$ cat config.mk
export PLATFORM = sky130hd
export DESIGN_NAME = exec_unit
export DESIGN_NICKNAME = d
export VERILOG_FILES = /design/src/rtl/mips_pkg.sv /design/src/rtl/alu.sv /design/src/rtl/exec_unit.sv /design/src/rtl/instr_decode.sv /design/src/rtl/reg_file.sv
export SDC_FILE = /design/constraint.sdc
export NUM_CORES = 2
export LEC_CHECK = 0
export ABC_AREA = 0
export BUFFER_PORTS_ARGS = -buffer_cell sky130_fd_sc_hd__buf_2
export CAP_MARGIN = 30
export CORE_ASPECT_RATIO = 0.6
export CORE_MARGIN = 5
export CORE_UTILIZATION = 53
export CTS_BUF_LIST = sky130_fd_sc_hd__clkbuf_2
export DETAILED_ROUTE_END_ITERATION = 8
export PLACE_DENSITY = 0.69
export SLEW_MARGIN = 20
export SYNTH_ARGS = -nofsm -noshare
export SYNTH_HDL_FRONTEND = slang
export SYNTH_HIERARCHICAL = 1
export SYNTH_SLANG_ARGS = --single-unit
$ cat constraint.sdc
create_clock -name clk_i -period 6.5 [get_ports clk_i]
set_input_delay 1.625 -clock clk_i [delete_from_list [all_inputs] [get_ports clk_i]]
set_output_delay 1.625 -clock clk_i [all_outputs]
set_load 0.05 [all_outputs]
$ cat src/rtl/mips_pkg.sv
`default_nettype none

package mips_pkg;

    // major opcodes handled by the execute stage
    localparam logic [5:0] OP_RTYPE = 6'd0;
    localparam logic [5:0] OP_ADDI  = 6'd8;
    localparam logic [5:0] OP_SLTI  = 6'd10;

    // R-type function codes
    localparam logic [5:0] FUNCT6_SLL  = 6'd0;
    localparam logic [5:0] FUNCT6_SRL  = 6'd2;
    localparam logic [5:0] FUNCT6_ADD  = 6'd32;
    localparam logic [5:0] FUNCT6_SUB  = 6'd34;
    localparam logic [5:0] FUNCT6_AND  = 6'd36;
    localparam logic [5:0] FUNCT6_OR   = 6'd37;
    localparam logic [5:0] FUNCT6_XOR  = 6'd38;
    localparam logic [5:0] FUNCT6_NOR  = 6'd39;
    localparam logic [5:0] FUNCT6_SLT  = 6'd42;
    localparam logic [5:0] FUNCT6_SLTU = 6'd43;

    // dispatch means the function field picks the operation
    typedef enum logic [1:0] {
        ALU_ADD_ALT = 2'b00,
        ALU_SUB_ALT = 2'b01,
        ALU_DIS_ALT = 2'b10,
        ALU_SLT_ALT = 2'b11
    } alu_alt_e;

    typedef struct packed {
        logic [5:0] opcode;
        logic [4:0] rs;
        logic [4:0] rt;
        logic [4:0] rd;
        logic [4:0] shamt;
        logic [5:0] funct;
    } instr_r_t;

    typedef struct packed {
        logic [5:0]  opcode;
        logic [4:0]  rs;
        logic [4:0]  rt;
        logic [15:0] imm;
    } instr_i_t;

    // both views share opcode, rs and rt at the same bit positions
    typedef union packed {
        instr_r_t r;
        instr_i_t i;
    } instr_u;

endpackage

`default_nettype wire

$ cat src/rtl/alu.sv
`timescale 1ns/1ns
`default_nettype none

module alu
    import mips_pkg::*;
(
    input  logic        clk_i,
    input  logic [31:0] a,
    input  logic [31:0] b,
    input  logic [4:0]  shamt,
    input  logic [5:0]  funct,
    input  alu_alt_e    alt_ctrl,
    output logic [31:0] y,
    output logic        zero
);

    logic lt_signed;
    logic lt_unsigned;

    assign lt_signed   = $signed(a) < $signed(b);
    assign lt_unsigned = a < b;

    always_comb
    begin
        case (alt_ctrl)
            ALU_ADD_ALT:
                y = a + b;
            ALU_SUB_ALT:
                y = a - b;
            ALU_SLT_ALT:
                y = {31'd0, lt_signed};
            ALU_DIS_ALT:
            begin
                case (funct)
                    FUNCT6_ADD:
                        y = a + b;
                    FUNCT6_SUB:
                        y = a - b;
                    FUNCT6_AND:
                        y = a & b;
                    FUNCT6_OR:
                        y = a | b;
                    FUNCT6_NOR:
                        y = ~(a | b);
                    FUNCT6_XOR:
                        y = a ^ b;
                    FUNCT6_SLT:
                        y = {31'd0, lt_signed};
                    FUNCT6_SLTU:
                        y = {31'd0, lt_unsigned};
                    // shifts move the rt operand, a is not involved
                    FUNCT6_SLL:
                        y = b << shamt;
                    FUNCT6_SRL:
                        y = b >> shamt;
                    default:
                        y = 32'd0;
                endcase
            end
            default:
                y = 32'd0;
        endcase
    end

    assign zero = (y == 32'd0);

    // the decoder always drives a defined control, even for illegal words
    alt_ctrl_known_a: assert property (
        @(posedge clk_i) !$isunknown(alt_ctrl)
    )
    else
        $error("alu control has unknown bits: %b", alt_ctrl);

endmodule

`default_nettype wire

$ cat src/rtl/exec_unit.sv
`timescale 1ns/1ns
`default_nettype none

module exec_unit
    import mips_pkg::*;
(
    input  logic        clk_i,
    input  logic        rst_n,
    input  logic        in_valid,
    output logic        in_ready,
    input  instr_u      in_instr,
    output logic        out_valid,
    input  logic        out_ready,
    output logic [31:0] out_result,
    output logic [4:0]  out_dest,
    output logic        out_zero,
    output logic        out_illegal
);

    logic [4:0]  rs_addr;
    logic [4:0]  rt_addr;
    logic [4:0]  dec_dest;
    logic [31:0] imm_ext;
    logic        use_imm;
    alu_alt_e    alt_ctrl;
    logic        dec_illegal;

    logic [31:0] rs_data;
    logic [31:0] rt_data;
    logic        fwd_ok;
    logic        fwd_rs;
    logic        fwd_rt;
    logic [31:0] op_a;
    logic [31:0] rt_val;
    logic [31:0] op_b;

    logic [31:0] alu_y;
    logic        alu_zero;

    logic        in_fire;
    logic        out_fire;
    logic        wr_en;

    assign in_ready = !out_valid || out_ready;
    assign in_fire  = in_valid && in_ready;
    assign out_fire = out_valid && out_ready;

    instr_decode u_instr_decode (
        .instr    (in_instr),
        .rs_addr  (rs_addr),
        .rt_addr  (rt_addr),
        .dest     (dec_dest),
        .imm_ext  (imm_ext),
        .use_imm  (use_imm),
        .alt_ctrl (alt_ctrl),
        .illegal  (dec_illegal)
    );

    // the held entry is only written once the consumer takes it
    assign wr_en = out_fire && !out_illegal && (out_dest != 5'd0);

    reg_file u_reg_file (
        .clk_i   (clk_i),
        .rst_n   (rst_n),
        .rs_addr (rs_addr),
        .rt_addr (rt_addr),
        .wr_en   (wr_en),
        .wr_addr (out_dest),
        .wr_data (out_result),
        .rs_data (rs_data),
        .rt_data (rt_data)
    );

    // until it is written back, the output register is the newest copy
    assign fwd_ok = out_valid && !out_illegal && (out_dest != 5'd0);
    assign fwd_rs = fwd_ok && (out_dest == rs_addr);
    assign fwd_rt = fwd_ok && (out_dest == rt_addr);

    assign op_a   = fwd_rs ? out_result : rs_data;
    assign rt_val = fwd_rt ? out_result : rt_data;
    assign op_b   = use_imm ? imm_ext : rt_val;

    alu u_alu (
        .clk_i    (clk_i),
        .a        (op_a),
        .b        (op_b),
        .shamt    (in_instr.r.shamt),
        .funct    (in_instr.r.funct),
        .alt_ctrl (alt_ctrl),
        .y        (alu_y),
        .zero     (alu_zero)
    );

    // loading whenever in_ready is high also drops valid after a plain drain
    always_ff @(posedge clk_i or negedge rst_n)
    begin
        if (!rst_n)
        begin
            out_valid <= 1'b0;
        end
        else if (in_ready)
        begin
            out_valid <= in_valid;
        end
    end

    always_ff @(posedge clk_i)
    begin
        if (in_fire)
        begin
            out_result  <= alu_y;
            out_dest    <= dec_dest;
            out_zero    <= alu_zero;
            out_illegal <= dec_illegal;
        end
    end

    // a stalled entry keeps every field until the consumer takes it
    out_stable_a: assert property (
        @(posedge clk_i) disable iff (!rst_n)
        out_valid && !out_ready |=>
            out_valid && $stable(out_result) && $stable(out_dest)
            && $stable(out_zero) && $stable(out_illegal)
    )
    else
        $error("output changed while stalled");

endmodule

`default_nettype wire

$ cat src/rtl/instr_decode.sv
`timescale 1ns/1ns
`default_nettype none

module instr_decode
    import mips_pkg::*;
(
    input  instr_u      instr,
    output logic [4:0]  rs_addr,
    output logic [4:0]  rt_addr,
    output logic [4:0]  dest,
    output logic [31:0] imm_ext,
    output logic        use_imm,
    output alu_alt_e    alt_ctrl,
    output logic        illegal
);

    logic funct_ok;

    // source fields sit in the same place for both formats
    assign rs_addr = instr.i.rs;
    assign rt_addr = instr.i.rt;

    assign imm_ext = {{16{instr.i.imm[15]}}, instr.i.imm};

    always_comb
    begin
        case (instr.r.funct)
            FUNCT6_SLL,
            FUNCT6_SRL,
            FUNCT6_ADD,
            FUNCT6_SUB,
            FUNCT6_AND,
            FUNCT6_OR,
            FUNCT6_XOR,
            FUNCT6_NOR,
            FUNCT6_SLT,
            FUNCT6_SLTU: funct_ok = 1'b1;
            default:     funct_ok = 1'b0;
        endcase
    end

    always_comb
    begin
        dest     = 5'd0;
        use_imm  = 1'b0;
        alt_ctrl = ALU_ADD_ALT;
        illegal  = 1'b0;

        case (instr.r.opcode)
            OP_RTYPE:
            begin
                dest     = instr.r.rd;
                alt_ctrl = ALU_DIS_ALT;
                illegal  = !funct_ok;
            end
            OP_ADDI:
            begin
                dest     = instr.i.rt;
                use_imm  = 1'b1;
                alt_ctrl = ALU_ADD_ALT;
            end
            OP_SLTI:
            begin
                dest     = instr.i.rt;
                use_imm  = 1'b1;
                alt_ctrl = ALU_SLT_ALT;
            end
            default:
                illegal = 1'b1;
        endcase

        // an illegal word reports destination zero so nothing can be written
        if (illegal)
        begin
            dest = 5'd0;
        end
    end

endmodule

`default_nettype wire

$ cat src/rtl/reg_file.sv
`timescale 1ns/1ns
`default_nettype none

module reg_file (
    input  logic        clk_i,
    input  logic        rst_n,
    input  logic [4:0]  rs_addr,
    input  logic [4:0]  rt_addr,
    input  logic        wr_en,
    input  logic [4:0]  wr_addr,
    input  logic [31:0] wr_data,
    output logic [31:0] rs_data,
    output logic [31:0] rt_data
);

    logic [31:0] regs [32];

    always_ff @(posedge clk_i or negedge rst_n)
    begin
        if (!rst_n)
        begin
            for (int i = 0; i < 32; i++)
            begin
                regs[i] <= 32'd0;
            end
        end
        else if (wr_en && (wr_addr != 5'd0))
        begin
            regs[wr_addr] <= wr_data;
        end
    end

    // register zero reads as zero whatever the array holds
    always_comb
    begin
        if (rs_addr == 5'd0)
        begin
            rs_data = 32'd0;
        end
        else
        begin
            rs_data = regs[rs_addr];
        end
    end

    always_comb
    begin
        if (rt_addr == 5'd0)
        begin
            rt_data = 32'd0;
        end
        else
        begin
            rt_data = regs[rt_addr];
        end
    end

    // the top filters out register zero before it issues a write
    no_write_r0_a: assert property (
        @(posedge clk_i) disable iff (!rst_n)
        wr_en |-> (wr_addr != 5'd0)
    )
    else
        $error("write issued to register zero");

endmodule

`default_nettype wire
==> run metrics <==
vias in the first global route ~55,000; YS warnings 6; share of cells above drive strength 1 between 40% and 50%; Seq cells post-synth 1,064; Die W between 400 and 500 um; DRC 0; P per Cell Area between 200 and 250 nW/um^2; final WL 290,000 um; highest clock rate 154 MHz; worst min path class input pin to flop; Critical-path top delay cell mux4_2; DR WL/cell 35.5 um; Tot GR Track Use between 40% and 50%; Max Clock Skew 0.115 ns; asr flop ratio synth 96.3%; detailed router's first-iteration violation count roughly 8,300; Syn Inst Count about 5,500; cell family with most CP delay buffers and inverters; Post-synth top flop dfrtp_1; EDFF count, synth 39; critical path endpoint category flop; Syn Area/Cell around 12 sq um; Util after Layout roughly three fifths; Sw Ratio a little over a third; signal arrival time at the worst endpoint slightly below 8 ns; Port Buffers 76; TritonCTS buffer count 238; worst slew pin tran 1.06 ns; Fin Hold WS 0.283 ns; global-route wire length before repair 409,000 um; final instance area 79,400 sq um; CTS H-tree lvls 4; Mapped Area a little under 70,000 sq um; RSZ-0062 raised after global routing false; grt ovf 0; Setup Viol. Count Final 0; Setup CP Type input pin to flop; Die Ht 289 um; first drt pass iteration count 7; Worst path most repeated cell buf_4; Fin. Hold Viols 0; worst ir drop on vdd approximately 170 uV; Combinational Power Share roughly 28%; CTS tree built; core area 129,000 sq um; Slew Limit Fails 0; Synth area leaders dfrtp_1, mux2_2, mux4_2, mux2i_1, clkbuf_1; buffers plus inverters on the worst setup path 9; Area growth syn-to-layout 15.5%; vias per std cell between 6 and 7; Worst path max stage delay around 0.54 ns; Max FO, Critical Path 19; Synth top cells by count mux2_2, dfrtp_1, mux4_2; setup bufs post-CTS 0; largest net degree at the start of global routing 144; Final ANT Viol Nets 0; Max clock buf depth 3; startpoint types input pin; Mapped Nets 5,683; Slew headroom 29.2%; Min Clock Period, post-route between 6 and 7 ns; sequential share of the synthesized area between 30% and 40%; Leak 37.1 nW; fillcell total a little over 10,000; max cap viols 0; Clock Latency Late Sink between 1.5 and 2 ns; Placed Area around 77,000 sq um; Pwr Total 0.0159 W; routed via count roughly 57,000; cell with the most instances after synthesis mux2_2; Final #Nets between 6,000 and 7,000; initial antenna violation count 13; I/O pin count between 70 and 80; Detail Placement HPWL around 210,000 um; initial core utilization 53.4%; Synth top area share between 30% and 40%; # clock sinks 1,064; FP Rows approximately 100; worst endpoint required time ~7.9 ns; Die ar. 137,000 sq um; Fin Setup TNS 0 ns; GPL Wtd Cong between 1 and 1.5; CTS Root Cell clkbuf_2; Clk pin slew, worst setup/hold paths about 0.11 ns; outcome finished, final reports clean; Sw Pwr approximately 0.0057 W; Pint between 0.01 and 0.015 W; share of power burned in registers about 45%; clock power share around 28%; Final Cycle Share between 90 and 100%; dominant cell type by area after synthesis dfrtp_1; Distinct cells, synth 98
[placed cells by master, fill, tap and decap left out, types with 31 or more instances in the layout]
cell type,instances
dfrtp_1,1025
buf_2,66
nand2_1,127
nor3_1,74
a22oi_1,79
edfxtp_1,39
a21oi_1,176
clkbuf_2,331
o211ai_1,31
a211oi_1,89
a22o_1,56
o31ai_1,43
nor2b_1,106
nand3_1,48
buf_12,70
buf_4,945
a41oi_1,35
o221ai_1,36
nor2_1,141
mux2i_1,363
mux2_2,1047
inv_1,94
o22ai_1,76
xnor2_1,56
o21ai_0,91
mux4_2,447
ha_1,95
clkinv_1,61
[metal layers]
| layer | track usage [%] | share of wire (%) | vias up |
|---|---|---|---|
| met3 | 21.8 | 17 | 573 |
| met1 | 62.0 | 43 | 29415 |
| met2 | 50.7 | 37 | 4221 |
| met5 | 2.95 | 0.19 | - |
| met4 | 13.5 | 3.4 | 6 |
| li1 | - | - | 22847 |
[path summary, 6_finish.rpt]
check	from	to	slack (ns)	cells after the start
min in group asynchronous	rst_n	u_reg_file/regs[217]	0.55	2
hold reg to reg	u_reg_file/regs[1020]	u_reg_file/regs[1020]	0.41	0
setup / recovery	in_instr[17]	out_zero	0.02	25
setup reg to reg	u_reg_file/regs[800]	out_zero	0.11	24
hold / removal	in_valid	out_valid	0.28	2
max in group asynchronous	rst_n	u_reg_file/regs[710]	4.36	4
[registers in the layout (all words and copies together) (netlist names)]
| register | flops |
|---|---|
| out_illegal | 1 |
| out_valid | 1 |
| out_dest | 5 |
| out_zero | 1 |
| u_reg_file/regs | 1024 |
| out_result | 32 |
[final cells by class]
| cell class | count | area [sq um] | share of cell area [%] |
|---|---|---|---|
| Clock buffer | 331 | 1660 | 2.09 |
| Timing Repair Buffer | 1096 | 9110 | 11.5 |
| Sequential cell | 1064 | 26800 | 33.8 |
| Multi-Input combinational cell | 3744 | 38800 | 48.8 |
| Clock inverter | 92 | 487 | 0.613 |
| Tap cell | 1716 | 2150 | 2.70 |
| Inverter | 99 | 372 | 0.468 |
| Antenna cell | 21 | 52.6 | 0.0661 |
[through the flow]
| stage | std cells | worst slack (ns) |
|---|---|---|
| after global placement | 7706 | -2.00 |
| final | 8163 | 0.0176 |
| after detailed placement | 7716 | -1.51 |
| after CTS | 8140 | 0.103 |
| after global routing | 8148 | 0.00414 |
| after floorplan | 5549 | 0.000573 |
[logic make-up (layout without fill, tap and decap cells)]
group | count (synthesis) | after routing | share of synthesized area, %
AND/OR/NAND/NOR | 716 | 716 | 5.37
AO/OA/AOI/OAI | 961 | 961 | 9.93
XOR/XNOR | 75 | 75 | 0.955
other | 0 | 21 | 0
buffers and inverters | 741 | 1618 | 5.10
adder cells (fa/ha/maj) | 98 | 98 | 1.80
multiplexers | 1894 | 1894 | 37.8
flip-flops | 1064 | 1064 | 39.0
[what timing repair did]
item,4_1_cts,5_1_grt
hold buffers,1,0
gates resized for setup,0,8
setup endpoints to repair,0,1
endpoints found under the hold margin,84,0
[power groups by stage]
stage / clock network, W / registers [W] / logic [W]
floorplan: 0 / 0.00730 / 0.00206
global placement: 0 / 0.00725 / 0.00417
detailed placement: 0 / 0.00726 / 0.00419
CTS: 0.00444 / 0.00713 / 0.00421
global route: 0.00478 / 0.00718 / 0.00454
finish: 0.00437 / 0.00715 / 0.00440
(Power assumes the default switching activity.)
